File: src/source/cpu_settings.svh
/* Word width, register count and memory
   address width of the 16-bit pipelined CPU */
`ifndef CPU_SETTINGS_SVH
`define CPU_SETTINGS_SVH

// Data and address word
`define CPU_WORD_W 16

// Architectural registers r0..r3
`define CPU_REG_CNT 4

// Modeled memory depth as an address width
`define CPU_MEM_AW 8

`endif
File: src/source/cpuPkg.sv
/* ISA encodings, the instruction word union,
   decoded controls and pipeline register structs */
`include "cpu_settings.svh"

package cpuPkg;

    typedef logic [`CPU_WORD_W-1:0] cpuWordT;
    typedef logic [1:0]             regIdxT;

    // Primary opcodes, all R-type share 15
    typedef enum logic [3:0] {
        opBne = 4'd0, opBeq = 4'd1, opBgz = 4'd2, opBlz = 4'd3,
        opAdi = 4'd4, opOri = 4'd5, opLhi = 4'd6,
        opLwd = 4'd7, opSwd = 4'd8, opJmp = 4'd9,
        opR   = 4'd15
    } opcodeE;

    // R-type function field
    typedef enum logic [5:0] {
        fnAdd = 6'd0, fnSub = 6'd1, fnAnd = 6'd2, fnOrr = 6'd3,
        fnNot = 6'd4, fnTcp = 6'd5, fnShl = 6'd6, fnShr = 6'd7,
        fnWwd = 6'd28, fnHlt = 6'd29
    } funcE;

    // One fetched word, three ways to read it
    typedef union packed {
        struct packed {
            opcodeE opcode;
            regIdxT rs;
            regIdxT rt;
            regIdxT rd;
            funcE   func;
        } r;
        struct packed {
            opcodeE     opcode;
            regIdxT     rs;
            regIdxT     rt;
            logic [7:0] imm;
        } i;
        struct packed {
            opcodeE      opcode;
            logic [11:0] target;
        } j;
    } instrU;

    // Low eight follow the R-type function codes
    typedef enum logic [3:0] {
        aluAdd, aluSub, aluAnd, aluOr, aluNot, aluTcp, aluShl, aluShr,
        aluLhi
    } aluOpE;

    typedef struct packed {
        aluOpE  aluOp;
        logic   useImm;
        logic   memRead;
        logic   memWrite;
        logic   regWrite;
        logic   memToReg;
        logic   isBranch;
        logic   isWwd;
        logic   isHalt;
        regIdxT destReg;
        // Branch kind for EX
        opcodeE opcode;
    } ctrlS;

    ////////////////////////////////
    // Pipeline registers
    ////////////////////////////////
    typedef struct packed {
        logic    valid;
        cpuWordT pc;
        instrU   instr;
    } ifIdS;

    typedef struct packed {
        logic    valid;
        cpuWordT pc;
        cpuWordT opA;
        cpuWordT opB;
        cpuWordT imm;
        ctrlS    ctrl;
    } idExS;

    typedef struct packed {
        logic    valid;
        cpuWordT aluResult;
        cpuWordT storeData;
        ctrlS    ctrl;
    } exMemS;

    typedef struct packed {
        logic    valid;
        cpuWordT result;
        regIdxT  destReg;
        logic    regWrite;
    } memWbS;

    // Operand source, youngest producer wins
    typedef enum logic [1:0] {
        fwdRf, fwdEx, fwdMem, fwdWb
    } fwdSelE;

endpackage

File: src/source/cpuTop.sv
/* Five-stage CPU top level
   Stage, hazard, halt and retire instances */
`timescale 1ns/100ps

module cpuTop (
    input  logic            Clk,
    input  logic            i_rst,
    // Instruction memory
    output logic            o_instRead,
    output cpuPkg::cpuWordT o_instAddr,
    input  cpuPkg::cpuWordT i_instData,
    // Data memory
    output logic            o_dataRead,
    output logic            o_dataWrite,
    output cpuPkg::cpuWordT o_dataAddr,
    output cpuPkg::cpuWordT o_dataWdata,
    input  cpuPkg::cpuWordT i_dataRdata,
    // WWD port and status
    output cpuPkg::cpuWordT o_outPort,
    output logic            o_outValid,
    output logic            o_halted,
    output cpuPkg::cpuWordT o_retired
);
    import cpuPkg::*;

    // Stage registers
    ifIdS    ifId;
    idExS    idEx;
    exMemS   exMem;
    memWbS   wb;

    // Hazard handshake between ID and the hazard unit
    regIdxT  srcA;
    regIdxT  srcB;
    logic    useA;
    logic    useB;
    fwdSelE  fwdA;
    fwdSelE  fwdB;
    logic    stall;

    // Redirects and forwarded values
    logic    brRedirect;
    cpuWordT brTarget;
    logic    jmpRedirect;
    cpuWordT jmpTarget;
    cpuWordT exResult;
    cpuWordT memResult;

    // Run control and retirement
    logic    run;
    logic    haltReq;
    logic    retire;

    fetchStage uFetch (
        .Clk, .i_rst, .i_run(run), .i_stall(stall),
        .i_brRedirect(brRedirect), .i_brTarget(brTarget),
        .i_jmpRedirect(jmpRedirect), .i_jmpTarget(jmpTarget),
        .i_instData, .o_instRead, .o_instAddr, .o_ifId(ifId)
    );

    decodeStage uDecode (
        .Clk, .i_rst, .i_ifId(ifId), .i_stall(stall), .i_brFlush(brRedirect),
        .i_fwdA(fwdA), .i_fwdB(fwdB), .i_exResult(exResult),
        .i_memResult(memResult), .i_wb(wb),
        .o_srcA(srcA), .o_srcB(srcB), .o_useA(useA), .o_useB(useB),
        .o_jmpRedirect(jmpRedirect), .o_jmpTarget(jmpTarget), .o_idEx(idEx)
    );

    hazardUnit uHazard (
        .i_srcA(srcA), .i_srcB(srcB), .i_useA(useA), .i_useB(useB),
        .i_idEx(idEx), .i_exMem(exMem), .i_wb(wb),
        .o_fwdA(fwdA), .o_fwdB(fwdB), .o_stall(stall)
    );

    executeStage uExecute (
        .Clk, .i_rst, .i_idEx(idEx), .o_exResult(exResult), .o_exMem(exMem),
        .o_memResult(memResult), .o_brRedirect(brRedirect), .o_brTarget(brTarget),
        .o_dataRead, .o_dataWrite, .o_dataAddr, .o_dataWdata, .i_dataRdata,
        .o_wb(wb), .o_outPort, .o_outValid, .o_retire(retire), .o_haltReq(haltReq)
    );

    haltControl uHalt (
        .Clk, .i_rst, .i_haltReq(haltReq), .o_run(run), .o_halted
    );

    retireCounter uRetire (
        .Clk, .i_rst, .i_retire(retire), .o_count(o_retired)
    );

endmodule

File: src/source/retireCounter.sv
/* Saturating count of retired instructions */
`timescale 1ns/100ps

module retireCounter (
    input  logic            Clk,
    input  logic            i_rst,
    input  logic            i_retire,
    output cpuPkg::cpuWordT o_count
);
    always_ff @(posedge Clk) begin
        if (i_rst) begin
            o_count <= '0;
        end else if (i_retire && o_count != '1) begin
            // Sticks at all ones
            o_count <= o_count + 1'b1;
        end
    end

endmodule

File: src/source/haltControl.sv
/* Run/halt FSM that stops fetch for good after HLT */
`timescale 1ns/100ps

module haltControl (
    input  logic Clk,
    input  logic i_rst,
    input  logic i_haltReq,
    output logic o_run,
    output logic o_halted
);
    typedef enum logic {
        stRunning,
        stHalted
    } stateE;

    stateE state;

    always_ff @(posedge Clk) begin
        if (i_rst) begin
            state <= stRunning;
        end else begin
            case (state)
                stRunning: begin
                    if (i_haltReq) begin
                        state <= stHalted;
                    end
                end
                // Only reset leaves Halted
                default: state <= stHalted;
            endcase
        end
    end

    // Fetch freezes already in the HLT cycle
    assign o_run    = state == stRunning && !i_haltReq;
    assign o_halted = state == stHalted;

    // Pipeline is drained once halted so no HLT reaches EX again
    assert property (@(posedge Clk) disable iff (i_rst)
        o_halted |-> !i_haltReq);

endmodule

File: src/source/executeStage.sv
/* Execute, memory and writeback stages
   ALU, branch resolve, EX/MEM and MEM/WB registers */
`timescale 1ns/100ps

module executeStage (
    input  logic            Clk,
    input  logic            i_rst,
    input  cpuPkg::idExS    i_idEx,
    output cpuPkg::cpuWordT o_exResult,
    output cpuPkg::exMemS   o_exMem,
    output cpuPkg::cpuWordT o_memResult,
    output logic            o_brRedirect,
    output cpuPkg::cpuWordT o_brTarget,
    output logic            o_dataRead,
    output logic            o_dataWrite,
    output cpuPkg::cpuWordT o_dataAddr,
    output cpuPkg::cpuWordT o_dataWdata,
    input  cpuPkg::cpuWordT i_dataRdata,
    output cpuPkg::memWbS   o_wb,
    output cpuPkg::cpuWordT o_outPort,
    output logic            o_outValid,
    output logic            o_retire,
    output logic            o_haltReq
);
    import cpuPkg::*;

    cpuWordT aluB;
    cpuWordT aluResult;
    logic    taken;

    ////////////////////////////////
    // EX
    ////////////////////////////////
    assign aluB = i_idEx.ctrl.useImm ? i_idEx.imm : i_idEx.opB;

    always_comb begin
        unique case (i_idEx.ctrl.aluOp)
            aluSub:  aluResult = i_idEx.opA - aluB;
            aluAnd:  aluResult = i_idEx.opA & aluB;
            aluOr:   aluResult = i_idEx.opA | aluB;
            aluNot:  aluResult = ~i_idEx.opA;
            aluTcp:  aluResult = ~i_idEx.opA + 1'b1;
            aluShl:  aluResult = i_idEx.opA << 1;
            // Arithmetic, sign bit kept
            aluShr:  aluResult = cpuWordT'($signed(i_idEx.opA) >>> 1);
            aluLhi:  aluResult = {aluB[7:0], 8'h00};
            default: aluResult = i_idEx.opA + aluB;
        endcase
    end

    // BNE/BEQ compare rs and rt, BGZ/BLZ test rs alone
    always_comb begin
        case (i_idEx.ctrl.opcode)
            opBne:   taken = i_idEx.opA != i_idEx.opB;
            opBeq:   taken = i_idEx.opA == i_idEx.opB;
            opBgz:   taken = $signed(i_idEx.opA) > 0;
            opBlz:   taken = $signed(i_idEx.opA) < 0;
            default: taken = 1'b0;
        endcase
    end

    // HLT squashes the younger slots just like a taken branch
    assign o_brRedirect = i_idEx.valid &&
                          ((i_idEx.ctrl.isBranch && taken) || i_idEx.ctrl.isHalt);
    assign o_brTarget   = i_idEx.pc + 1'b1 + i_idEx.imm;
    assign o_exResult   = aluResult;

    // WWD shows rs while in EX
    assign o_outPort  = i_idEx.opA;
    assign o_outValid = i_idEx.valid && i_idEx.ctrl.isWwd;
    assign o_haltReq  = i_idEx.valid && i_idEx.ctrl.isHalt;

    always_ff @(posedge Clk) begin
        if (i_rst) begin
            o_exMem.valid <= 1'b0;
        end else begin
            o_exMem.valid <= i_idEx.valid;
        end
        o_exMem.aluResult <= aluResult;
        o_exMem.storeData <= i_idEx.opB;
        o_exMem.ctrl      <= i_idEx.ctrl;
    end

    ////////////////////////////////
    // MEM and WB
    ////////////////////////////////
    assign o_dataRead  = o_exMem.valid && o_exMem.ctrl.memRead;
    assign o_dataWrite = o_exMem.valid && o_exMem.ctrl.memWrite;
    assign o_dataAddr  = o_exMem.aluResult;
    assign o_dataWdata = o_exMem.storeData;
    // Also the MEM forwarding value
    assign o_memResult = o_exMem.ctrl.memToReg ? i_dataRdata : o_exMem.aluResult;

    always_ff @(posedge Clk) begin
        if (i_rst) begin
            o_wb.valid <= 1'b0;
        end else begin
            o_wb.valid <= o_exMem.valid;
        end
        o_wb.result   <= o_memResult;
        o_wb.destReg  <= o_exMem.ctrl.destReg;
        o_wb.regWrite <= o_exMem.ctrl.regWrite;
    end

    // Every live entry leaving WB retires
    assign o_retire = o_wb.valid;

endmodule

File: src/source/hazardUnit.sv
/* Forwarding source select and load-use stall */
`timescale 1ns/100ps

module hazardUnit (
    input  cpuPkg::regIdxT i_srcA,
    input  cpuPkg::regIdxT i_srcB,
    input  logic           i_useA,
    input  logic           i_useB,
    input  cpuPkg::idExS   i_idEx,
    input  cpuPkg::exMemS  i_exMem,
    input  cpuPkg::memWbS  i_wb,
    output cpuPkg::fwdSelE o_fwdA,
    output cpuPkg::fwdSelE o_fwdB,
    output logic           o_stall
);
    import cpuPkg::*;

    // Youngest valid writer of src or else the register file
    function automatic fwdSelE pickSource(regIdxT src);
        if (i_idEx.valid && i_idEx.ctrl.regWrite && i_idEx.ctrl.destReg == src) begin
            return fwdEx;
        end
        if (i_exMem.valid && i_exMem.ctrl.regWrite && i_exMem.ctrl.destReg == src) begin
            return fwdMem;
        end
        if (i_wb.valid && i_wb.regWrite && i_wb.destReg == src) begin
            return fwdWb;
        end
        return fwdRf;
    endfunction

    always_comb begin
        o_fwdA = pickSource(i_srcA);
        o_fwdB = pickSource(i_srcB);
    end

    // Load data is not ready until MEM so hold one cycle
    assign o_stall = i_idEx.ctrl.memRead &&
                     ((i_useA && o_fwdA == fwdEx) || (i_useB && o_fwdB == fwdEx));

endmodule

File: src/source/decodeStage.sv
/* Decode stage: controls, register file,
   operand forwarding, JMP and the ID/EX register */
`timescale 1ns/100ps
`include "cpu_settings.svh"

module decodeStage (
    input  logic            Clk,
    input  logic            i_rst,
    input  cpuPkg::ifIdS    i_ifId,
    input  logic            i_stall,
    input  logic            i_brFlush,
    input  cpuPkg::fwdSelE  i_fwdA,
    input  cpuPkg::fwdSelE  i_fwdB,
    input  cpuPkg::cpuWordT i_exResult,
    input  cpuPkg::cpuWordT i_memResult,
    input  cpuPkg::memWbS   i_wb,
    output cpuPkg::regIdxT  o_srcA,
    output cpuPkg::regIdxT  o_srcB,
    output logic            o_useA,
    output logic            o_useB,
    output logic            o_jmpRedirect,
    output cpuPkg::cpuWordT o_jmpTarget,
    output cpuPkg::idExS    o_idEx
);
    import cpuPkg::*;

    cpuWordT regFile [`CPU_REG_CNT];
    instrU   instr;
    ctrlS    ctrl;
    cpuWordT imm;
    cpuWordT opA;
    cpuWordT opB;
    logic    useA;
    logic    useB;

    // Register value or a younger in-flight result
    function automatic cpuWordT pickOperand(fwdSelE sel, cpuWordT rfVal);
        case (sel)
            fwdEx:   return i_exResult;
            fwdMem:  return i_memResult;
            fwdWb:   return i_wb.result;
            default: return rfVal;
        endcase
    endfunction

    assign instr  = i_ifId.instr;
    assign o_srcA = instr.r.rs;
    assign o_srcB = instr.r.rt;
    assign o_useA = i_ifId.valid && useA;
    assign o_useB = i_ifId.valid && useB;

    // ORI zero-extends, everything else sign-extends
    assign imm = (instr.i.opcode == opOri) ? {8'h00, instr.i.imm}
                                           : {{8{instr.i.imm[7]}}, instr.i.imm};

    ////////////////////////////////
    // Control decode
    ////////////////////////////////
    always_comb begin
        ctrl         = '0;
        ctrl.aluOp   = aluAdd;
        ctrl.opcode  = instr.r.opcode;
        // I-type writes rt
        ctrl.destReg = instr.i.rt;
        useA         = 1'b1;
        useB         = 1'b0;
        unique case (instr.r.opcode)
            opAdi: begin
                ctrl.useImm   = 1'b1;
                ctrl.regWrite = 1'b1;
            end
            opOri: begin
                ctrl.aluOp    = aluOr;
                ctrl.useImm   = 1'b1;
                ctrl.regWrite = 1'b1;
            end
            opLhi: begin
                ctrl.aluOp    = aluLhi;
                ctrl.useImm   = 1'b1;
                ctrl.regWrite = 1'b1;
                useA          = 1'b0;
            end
            opLwd: begin
                ctrl.useImm   = 1'b1;
                ctrl.memRead  = 1'b1;
                ctrl.memToReg = 1'b1;
                ctrl.regWrite = 1'b1;
            end
            opSwd: begin
                // Address from rs+imm, data from rt
                ctrl.useImm   = 1'b1;
                ctrl.memWrite = 1'b1;
                useB          = 1'b1;
            end
            opBne, opBeq: begin
                ctrl.isBranch = 1'b1;
                useB          = 1'b1;
            end
            opBgz, opBlz: ctrl.isBranch = 1'b1;
            opR: begin
                ctrl.destReg = instr.r.rd;
                unique case (instr.r.func)
                    fnAdd, fnSub, fnAnd, fnOrr, fnNot, fnTcp, fnShl, fnShr: begin
                        ctrl.aluOp    = aluOpE'(instr.r.func[3:0]);
                        ctrl.regWrite = 1'b1;
                        // Unary ops read rs only
                        useB          = !instr.r.func[2];
                    end
                    fnWwd: ctrl.isWwd = 1'b1;
                    fnHlt: begin
                        ctrl.isHalt = 1'b1;
                        useA        = 1'b0;
                    end
                    default: useA = 1'b0;
                endcase
            end
            // JMP and unknown opcodes read nothing
            default: useA = 1'b0;
        endcase
    end

    ////////////////////////////////
    // Register file and operands
    ////////////////////////////////
    always_ff @(posedge Clk) begin
        if (i_wb.valid && i_wb.regWrite) begin
            regFile[i_wb.destReg] <= i_wb.result;
        end
    end

    always_comb begin
        opA = pickOperand(i_fwdA, regFile[instr.r.rs]);
        opB = pickOperand(i_fwdB, regFile[instr.r.rt]);
    end

    // JMP keeps the PC page, resolved here
    assign o_jmpRedirect = i_ifId.valid && instr.j.opcode == opJmp;
    assign o_jmpTarget   = {i_ifId.pc[15:12], instr.j.target};

    // ID/EX, bubble on branch flush or load-use stall
    always_ff @(posedge Clk) begin
        if (i_rst || i_brFlush || i_stall) begin
            o_idEx.valid <= 1'b0;
        end else begin
            o_idEx.valid <= i_ifId.valid;
        end
        o_idEx.pc   <= i_ifId.pc;
        o_idEx.opA  <= opA;
        o_idEx.opB  <= opB;
        o_idEx.imm  <= imm;
        o_idEx.ctrl <= ctrl;
    end

endmodule

File: src/source/fetchStage.sv
/* Fetch stage
   PC, next-PC priority and the IF/ID register */
`timescale 1ns/100ps

module fetchStage (
    input  logic            Clk,
    input  logic            i_rst,
    input  logic            i_run,
    input  logic            i_stall,
    input  logic            i_brRedirect,
    input  cpuPkg::cpuWordT i_brTarget,
    input  logic            i_jmpRedirect,
    input  cpuPkg::cpuWordT i_jmpTarget,
    input  cpuPkg::cpuWordT i_instData,
    output logic            o_instRead,
    output cpuPkg::cpuWordT o_instAddr,
    output cpuPkg::ifIdS    o_ifId
);
    import cpuPkg::*;

    cpuWordT pc;

    // Memory answers in the same cycle
    assign o_instAddr = pc;
    // No fetch strobe while held in reset
    assign o_instRead = i_run && !i_rst;

    ////////////////////////////////
    // PC and IF/ID
    ////////////////////////////////
    // Priority order is halt, EX branch, ID jump, stall, PC+1
    always_ff @(posedge Clk) begin
        if (i_rst) begin
            pc           <= '0;
            o_ifId.valid <= 1'b0;
        end else if (!i_run) begin
            // Frozen so nothing new enters
            o_ifId.valid <= 1'b0;
        end else if (i_brRedirect) begin
            pc           <= i_brTarget;
            o_ifId.valid <= 1'b0;
        end else if (i_jmpRedirect) begin
            pc           <= i_jmpTarget;
            o_ifId.valid <= 1'b0;
        end else if (!i_stall) begin
            pc           <= pc + 1'b1;
            o_ifId.valid <= 1'b1;
            o_ifId.pc    <= pc;
            o_ifId.instr <= i_instData;
        end
    end

    // A load-use stall never meets a taken branch or jump
    assert property (@(posedge Clk) disable iff (i_rst)
        i_stall |-> !(i_brRedirect || i_jmpRedirect));

endmodule

File: config.mk
export PLATFORM = sky130hd
export DESIGN_NAME = cpuTop
export DESIGN_NICKNAME = d
export VERILOG_FILES = /design/src/source/cpuPkg.sv /design/src/source/cpuTop.sv /design/src/source/retireCounter.sv /design/src/source/haltControl.sv /design/src/source/executeStage.sv /design/src/source/hazardUnit.sv /design/src/source/decodeStage.sv /design/src/source/fetchStage.sv
export VERILOG_INCLUDE_DIRS = /design/src /design/src/source
export SDC_FILE = /design/constraint.sdc
export NUM_CORES = 1
export LEC_CHECK = 0
export ABC_AREA = 1
export BUFFER_PORTS_ARGS = -buffer_cell sky130_fd_sc_hd__buf_2
export CAP_MARGIN = 30
export CORE_MARGIN = 2
export CORE_UTILIZATION = 51
export CTS_CLUSTER_DIAMETER = 100
export DETAILED_ROUTE_END_ITERATION = 6
export GPL_TIMING_DRIVEN = 0
export PLACE_DENSITY_LB_ADDON = 0.25
export SETUP_SLACK_MARGIN = 0.4
export SYNTH_ARGS = -nofsm -noshare
export SYNTH_HDL_FRONTEND = slang
export SYNTH_HIERARCHICAL = 1
export SYNTH_SLANG_ARGS = --single-unit
export TNS_END_PERCENT = 100
File: constraint.sdc
create_clock -name Clk -period 3.39 [get_ports Clk]
set_input_delay 0.678 -clock Clk [delete_from_list [all_inputs] [get_ports Clk]]
set_output_delay 0.678 -clock Clk [all_outputs]
set_load 0.1 [all_outputs]
After elaboration in Yosys (flattened, before gate mapping):

Memory sizes are Yosys's and may differ from the RTL's. A register that Yosys moved wholly into a read port is not among the register bits.
Cells that the tools add are included.

* add/sub/neg operators: 7
* magnitude comparators: 2
* equal/unequal tests: 46
* multiplexer cells: 54
* bitwise operators: 9
* reductions and logical operators: 44

Operators with widths (number)
* $pmux W16 S8: 1
* $pmux W16 S3: 2
* $mux W16: 5
* $add A16 B1 Y16 const B: 4
* $add A16 B16 Y16: 2
* $eq A4 B3 Y1 const B: 8
* $mux W2: 15
* $mux W1: 25
* $eq A4 B2 Y1 const B: 6
* $eq A6 B3 Y1 const B: 4
* $logic_and A1 B1 Y1: 24
* $and A16 B16 Y16: 1
* $eq A16 B16 Y1: 1
* $eq A4 B4 Y1 const B: 4
* $gt A16 B1 Y1 const B: 1
* $lt A16 B1 Y1 const B: 1
* $ne A16 B16 Y1: 1
* $ne A16 B16 Y1 const B: 1
* $not A16 Y16: 1
* $or A16 B16 Y16: 1
* $reduce_or A8 Y1: 2
* $sub A16 B16 Y16: 1
* $eq A2 B2 Y1: 6
* $eq A4 B1 Y1 const B: 3
* other kinds (21): 42

* register bits after elaboration: 199
* memory bits (writable): 64
* word-level logic and storage cells: 196
* memories: 1

Memory list
* uDecode.regFile: words 4, bits a word 16, rd ports 2, clocked after memory_dff 2, write ports 1, line decodeStage.sv:27 `` cpuWordT regFile [`CPU_REG_CNT]; ``

Longest topological paths before layout:

Gate-level depths: netlist (run 1).

* word-level depth: 16
* depth in mapped cells: 26
* mapped depth without buffers: 25

Modules after synthesis:

The synthesis (run 1) kept the hierarchy.

Modules (own cells, without submodules)
* decodeStage: times used 1, cells each 619, area an instance 5744.3 sq um, seq. area each 3423.3 sq um
* executeStage: times used 1, cells each 798, area an instance 5592.9 sq um, seq. area each 1421.4 sq um
* fetchStage: times used 1, cells each 254, area an instance 2311.0 sq um, seq. area each 1301.2 sq um
* retireCounter: times used 1, cells each 149, area an instance 929.6 sq um, seq. area each 320.3 sq um
* hazardUnit: times used 1, cells each 56, area an instance 276.5 sq um, seq. area each 0.0 sq um
* haltControl: times used 1, cells each 3, area an instance 30.0 sq um, seq. area each 20.0 sq um

Worst setup path before layout (run 1):

Ideal clock, no wire load.

* path kind: register to register
* start point: register uHalt.state (netlist: uHalt/o_halted)
* end point: register, netlist name uFetch/o_ifId[0]
* arrival: 3.841 ns
* slack: -0.872 ns
* cell stages (with the launch flop): 6
* clock period less this slack: 4.262 ns
* cell sequence: dfxtp_1 -> nor2_2 -> inv_1 -> nor2_1 -> nand2_1 -> nor2_1

* cells in the longest elaborated chain, start to end: 3

Ends and longest elaborated chain
* start, declared: line haltControl.sv:16 `stateE state;`
* start signal, assigned: line haltControl.sv:20 `state <= stRunning;`
* start signal, assigned: line haltControl.sv:25 `state <= stHalted;`
* start signal, assigned: line haltControl.sv:29 `default: state <= stHalted;`
* $not A1 Y1: line haltControl.sv:35 `assign o_run = state == stRunning && !i_haltReq;`
* $logic_and A1 B1 Y1: line haltControl.sv:35
* via run: line cpuTop.sv:50 `logic run;`
* $reduce_and A5 Y1 (no source line)

The timed path passes the listed nets, and every way through them passes these cells.
A chain may end at the register's enable or synchronous reset.

Worst setup path after layout (run 1):

* start point: register uDecode/o_idEx[13] in the netlist's numbering
* end point: register uDecode/o_idEx[44] in the netlist's numbering

* cells in the longest elaborated chain, start to end: 4
* elaborated cells on any way between the ends: 7
* classes of those cells: add/sub (2); mux (3); bitwise (2)

Ends and longest elaborated chain
* start, declared: line decodeStage.sv:23 `output cpuPkg::idExS o_idEx`
* $mux W16 (*): line executeStage.sv:34 `assign aluB = i_idEx.ctrl.useImm ? i_idEx.imm : i_idEx.opB;`
* $add A16 B16 Y16 (tied with other cells): line executeStage.sv:47 `default: aluResult = i_idEx.opA + aluB;`
* $pmux W16 S8 (*): line executeStage.sv:37 `unique case (i_idEx.ctrl.aluOp)`
* via exResult[10]: line cpuTop.sv:46 `cpuWordT exResult;`
* $pmux W16 S3 (*): line decodeStage.sv:38 `case (sel)`
* via uDecode.opB[10]: line decodeStage.sv:32 `cpuWordT opB;`

Mark *: on every way through the listed nets, which the timed path passes. The rest lies on a longest branch.

==> flow_metrics.py, run 1 <==
metrics = {
    "grt": {
        "overflow": 0,
        "grt_pass1_wl_um": 68200,
        "antenna_found_initial": 0,
        "grt_pass1_vias": 12674,
        "grt_max_degree": 17,
        "grt.busiest_layer": "met2",
        "gr-usage-met2_pct": 48.8,
        "grt_use_met1_pct": 39.4,
        "use_met3_pct": 5.63,
        "grt_usage_pct": 29.9,
    },
    "run_status": {
        "status": "complete, no violations",
    },
    "place": {
        "dp_slack_ps": -297,
        "place_hpwl_um": 34300,
        "dpl_cell_area_um2": 15600,
        "place_congestion": 0.974,
        "io_buffers": 118,
    },
    "floorplanning": {
        "io_pins": 119,
        "rows": 61,
        "chipHeight_um": 172,
        "start_util_pct": 51.8,
        "core_area_um2": 27800,
        "design.die.area_um2": 29600,
        "die_w_um": 172,
    },
    "detailed_routing": {
        "detail_route.first_pass.iterations": 5,
        "detail_route.wl_per_cell_um": 18.5,
        "drtIter0Drc": 1404,
        "drt_wl_total_um": 45200,
        "num_vias": 13546,
        "viasPerCell": 5.53,
        "ant_nets": 0,
        "drc": 0,
    },
    "logic_synthesis": {
        "synthesis.nets": 1907,
        "synth_cells": 1835,
        "synth_area_per_cell_um2": 7.85,
        "syn_area_um2": 14400,
        "yosysWarnings": 6,
    },
    "cts": {
        "htree_levels": 1,
        "tritoncts": "done",
        "numCtsBuffers": 30,
        "cts_sinks": 264,
        "clkTransAtPathRegs_ps": 60,
        "clk_path_buf_depth": 3,
        "cts_root_buffer": "clkbuf_16",
        "clk_latency_ps": 570,
    },
    "power": {
        "p_total_mw": 10.8,
        "power_density_nw_per_um2": 615,
        "irDropWorstVdd_mv": 0.443,
        "power.static_leakage_nw": 7.95,
    },
    "finish": {
        "final_cell_area_um2": 17500,
        "num_antenna_cells": 0,
        "syn_to_final_growth_pct": 21.5,
        "final_nets": 2118,
        "utilization_pct": 63.0,
        "layout-drive-gt1-share_pct": 24.5,
    },
    "run": {
        "maxCapViolations": 0,
    },
    "timing": {
        "post-route-min-period_ps": 3060,
        "grt_setup_unrepaired": "yes",
        "setup_viol_count_final": 0,
        "finalCritPeriodShare_pct": 90.4,
        "fin_ws_ps": 326,
        "relSlewSlack_pct": 42.2,
        "hold_viol": 0,
        "fmax_mhz": 326,
        "fin_skew_ps": 26.3,
        "timing.setup.tns_ps": 0,
        "maxSlewViolCount": 0,
        "worstMarginPinSlew_ps": 859,
    },
    "setup_path": {
        "reg2reg_depth": 22,
        "rrSetupSlack_ps": 330,
        "cp-end-kind": "flop",
        "worstSetupStartpointType": "flop",
        "cp_max_fo": 7,
        "path_class": "reg -> reg",
        "crit_required_ps": 3850,
        "critical_path_arrival_ps": 3520,
    },
    "worst_hold_path": {
        "worstHoldPathType": "in -> reg",
        "hold_depth": 1,
    },
}
state kept, by name (all words and copies together), names as in the netlist, 16 cells and up:
| register | flops |
|---|---|
| uDecode/o_idEx | 75 |
| uExecute/o_dataWdata | 16 |
| uFetch/o_instAddr | 16 |
| uFetch/o_ifId | 33 |
| uExecute/o_wb | 19 |
| uRetire/o_count | 16 |
| uExecute/o_dataAddr | 16 |
| uDecode/regFile | 64 |
cell type report:
class,instances,area (µm²)
buffer,102,707
clock buffer,35,801
clock inverter,21,267
fill,2496,10300
inverter,230,878
multi-input combinational,1240,7020
sequential,264,6250
tap,378,473
timing repair buffer,178,1100
worst max-delay path, stage by stage (launching register included):
cell	delay (ps)
dfxtp_2	330
buf_8	130
buf_6	110
buf_6	90
nand2_4	50
nand2_4	80
nand2_4	50
nor2_4	120
nand2_2	80
o21ai_2	140
xor2_1	160
ha_1	310
nand2_1	120
nand2_2	90
a21oi_4	150
buf_4	130
buf_6	90
nand3_2	80
xor2_1	160
nand2_1	110
nand2_2	100
a21oi_2	160
nand2_1	80
final timing paths:
path | end | startpoint
worst max-delay path | uDecode/o_idEx[44]$_DFF_P_ | uDecode/o_idEx[13]$_DFF_P_
worst min-delay path | uFetch/o_ifId[8]$_DFFE_PP_ | i_instData[8]
worst max register to register | uDecode/o_idEx[44]$_DFF_P_ | uDecode/o_idEx[13]$_DFF_P_
worst min register to register | uExecute/o_exMem[11]$_DFF_P_ | uDecode/o_idEx[11]$_DFF_P_
timing repair:
| item | CTS | global route |
|---|---|---|
| gates cloned | 1 | 0 |
| endpoints found under the setup margin | 83 | 78 |
| gates resized for setup | 65 | 71 |
| pin swaps | 33 | 50 |
| hold buffers | 0 | 0 |
| setup buffers | 30 | 23 |
through the flow:
| stage | std cells | hold slack [ps] |
|---|---|---|
| finish | 2448 | 281 |
| floorplan | 1835 | 310 |
| CTS | 2425 | 267 |
| global placement | 2331 | 312 |
| detailed placement | 2338 | 316 |
| global route | 2448 | 259 |
report_power, final:
part / internal, mW / switching, mW / total (mW)
registers: 3.71 / 0.341 / 4.05
logic: 0.922 / 2.40 / 3.33
clock network: 2.02 / 1.36 / 3.39
placed cells by master (no fill, tap or decap), types with 5 or more instances in the layout:
| master | instances |
|---|---|
| nor2_1 | 120 |
| dfxtp_1 | 163 |
| dfxtp_2 | 5 |
| nand2_4 | 12 |
| nor3_2 | 5 |
| nand4_1 | 19 |
| nor2_2 | 28 |
| mux2_2 | 16 |
| inv_1 | 208 |
| nand3_1 | 120 |
| clkinvlp_4 | 7 |
| buf_6 | 16 |
| xor2_1 | 38 |
| nand3_2 | 10 |
| o2111ai_1 | 5 |
| xnor2_1 | 24 |
| o21ai_1 | 11 |
| edfxtp_1 | 96 |
| buf_2 | 149 |
| clkbuf_1 | 9 |
| nand2_1 | 400 |
| a21oi_1 | 112 |
| o22ai_1 | 42 |
| buf_4 | 98 |
| clkbuf_16 | 31 |
| o211ai_1 | 34 |
| inv_2 | 19 |
| o21ai_0 | 73 |
| nand2_2 | 32 |
| nor3_1 | 12 |
| ha_1 | 33 |
| nor2_4 | 12 |
| o21ai_2 | 6 |
| a21oi_2 | 13 |
layer usage:
layer,vias to the layer above,routed length (µm)
met5,-,0
met4,0,1840
met3,121,3950
met2,626,20800
met1,6320,18600
li1,6479,-
Power figures use the tool's default switching activity.
==> inputs of run 2 (changes only) <==
Clock period 3.39 ns to 3.2 ns, I/O delays scaled along.
==> flow_metrics.py, run 2 (synthesis results as in run 1) <==
metrics = {
    "run_status": {
        "status": "complete, no violations",
    },
    "timing": {
        "fmax_mhz": 327,
        "relSlewSlack_pct": 27.0,
        "worstMarginPinSlew_ps": 1090,
        "maxSlewViolCount": 0,
        "finalCritPeriodShare_pct": 95.5,
        "setup_viol_count_final": 0,
        "worst_hold_slack_ps": 250,
        "post-route-min-period_ps": 3060,
        "grt_setup_unrepaired": "yes",
        "hold_viol": 0,
        "fin_skew_ps": 26.2,
        "fin_ws_ps": 144,
    },
    "finish": {
        "top_regs": "uDecode/o_idEx: 75 flops, uDecode/regFile: 64 flops, uFetch/o_ifId: 33 flops",
        "num_antenna_cells": 0,
        "max_flop_register": "uDecode/o_idEx",
        "syn_to_final_growth_pct": 21.7,
        "utilization_pct": 63.1,
        "final_cell_mix": "nand2_1 (393), inv_1 (202), dfxtp_1 (161)",
        "layout-drive-gt1-share_pct": 25.8,
        "largest_reg_flops": 75,
        "final_nets": 2116,
        "layout_commonest_cell": "nand2_1",
        "final_cell_area_um2": 17500,
    },
    "power": {
        "power_density_nw_per_um2": 648,
        "p_total_mw": 11.4,
        "power.static_leakage_nw": 7.92,
        "irDropWorstVdd_mv": 0.439,
    },
    "place": {
        "dp_slack_ps": -468,
        "place_hpwl_um": 34400,
        "io_buffers": 118,
        "dpl_cell_area_um2": 15600,
        "place_congestion": 0.946,
    },
    "floorplanning": {
        "chipHeight_um": 172,
        "die_w_um": 172,
        "design.die.area_um2": 29600,
        "start_util_pct": 51.8,
        "core_area_um2": 27800,
        "io_pins": 119,
        "rows": 61,
    },
    "grt": {
        "grt_max_degree": 16,
        "overflow": 0,
        "antenna_found_initial": 0,
        "grt_pass1_vias": 12859,
        "grt_pass1_wl_um": 69300,
        "grt_usage_pct": 30.5,
    },
    "setup_path": {
        "reg2reg_depth": 20,
        "cp-end-kind": "flop",
        "worstSetupStartpointType": "flop",
        "reg2reg_from": "uDecode/o_idEx[13]$_DFF_P_",
        "cp_max_fo": 5,
        "path_class": "reg -> reg",
        "crit_required_ps": 3640,
        "r2r_end": "uDecode/o_idEx[64]$_DFF_P_",
        "critical_path_arrival_ps": 3500,
        "rrSetupSlack_ps": 140,
    },
    "detailed_routing": {
        "detail_route.first_pass.iterations": 6,
        "ant_nets": 0,
        "num_vias": 13678,
        "detail_route.wl_per_cell_um": 18.7,
        "drtIter0Drc": 1548,
        "drc": 0,
        "drt_wl_total_um": 45700,
        "viasPerCell": 5.60,
    },
    "cts": {
        "clkTransAtPathRegs_ps": 60,
        "clk_path_buf_depth": 3,
        "tritoncts": "done",
        "clk_latency_ps": 560,
        "cts_sinks": 264,
        "numCtsBuffers": 28,
        "htree_levels": 1,
        "cts_root_buffer": "clkbuf_16",
    },
    "worst_hold_path": {
        "worstHoldPathType": "in -> reg",
        "min_from": "i_instData[11]",
        "holdPathEnd": "uFetch/o_ifId[11]$_DFFE_PP_",
        "hold_depth": 1,
    },
    "run": {
        "maxCapViolations": 0,
    },
}
==> run 2: cell type report <==
| class | count | area [µm²] |
|---|---|---|
| Clock buffer | 38 | 768 |
| Clock inverter | 14 | 191 |
| Sequential cell | 264 | 6260 |
| Timing Repair Buffer | 178 | 1110 |
| Multi-Input combinational cell | 1240 | 7150 |
| Inverter | 230 | 876 |
| Fill cell | 2458 | 10300 |
| Buffer | 102 | 703 |
| Tap cell | 378 | 473 |
==> run 2: how the worst max path moves through the flow <==
stage / endpoint / cells after the start / slack, ps / from
6_report: uDecode/o_idEx[64]$_DFF_P_ / 20 / 140 / uDecode/o_idEx[13]$_DFF_P_
5_1_grt: uDecode/o_idEx[49]$_DFF_P_ / 26 / -70 / uDecode/o_idEx[13]$_DFF_P_
4_1_cts: uDecode/o_idEx[49]$_DFF_P_ / 25 / 220 / uDecode/o_idEx[13]$_DFF_P_
3_5_place_dp: uFetch/o_ifId[10]$_DFFE_PP_ / 14 / -470 / uDecode/o_idEx[50]$_DFF_P_
3_3_place_gp: uFetch/o_ifId[10]$_DFFE_PP_ / 14 / -390 / uDecode/o_idEx[50]$_DFF_P_
2_1_floorplan: uDecode/o_idEx[49]$_DFF_P_ / 25 / 410 / uDecode/o_idEx[13]$_DFF_P_
==> run 2: critical path: stages, from the launching register on <==
cell and delay [ps]:
dfxtp_2 320, clkbuf_4 160, o21ai_4 300, nand2_2 110, nor2_4 140, nand3_2 110
nand2_4 110, nand2_1 70, xor2_1 140, ha_1 320, buf_4 140, buf_4 130
nand3_2 70, o21ai_1 70, a21oi_1 110, nand2_1 80, xor2_1 140, nand2_1 100
nand2_2 110, a21oi_2 130, nand2_1 90
==> run 2: per-stage QoR <==
step	cells	setup TNS, ps
floorplan	1835	0
global placement	2331	-15160
detailed placement	2336	-19400
finish	2444	0
global route	2444	-229
CTS	2432	0
==> run 2: power by group <==
| part | internal (mW) | switching, mW | leakage, nW | total [mW] |
|---|---|---|---|---|
| logic | 1.07 | 2.64 | 5.15 | 3.71 |
| registers | 3.93 | 0.355 | 2.30 | 4.28 |
| clock network | 2.01 | 1.36 | 0.472 | 3.37 |
==> run 2: routing by layer <==
layer	GRT usage, %	up-vias	wire, µm
met5	0	-	0
met4	12.4	0	1850
met3	4.94	129	4040
met2	49.9	692	21300
met1	40.4	6372	18500
li1	-	6485	-
==> run 2: timing repair <==
action | in CTS | in global routing
hold buffers | 0 | 0
cloned | 2 | 0
endpoints found under the setup margin | 86 | 87
setup buffers | 42 | 12
gates resized for setup | 111 | 57
pin swaps | 50 | 25
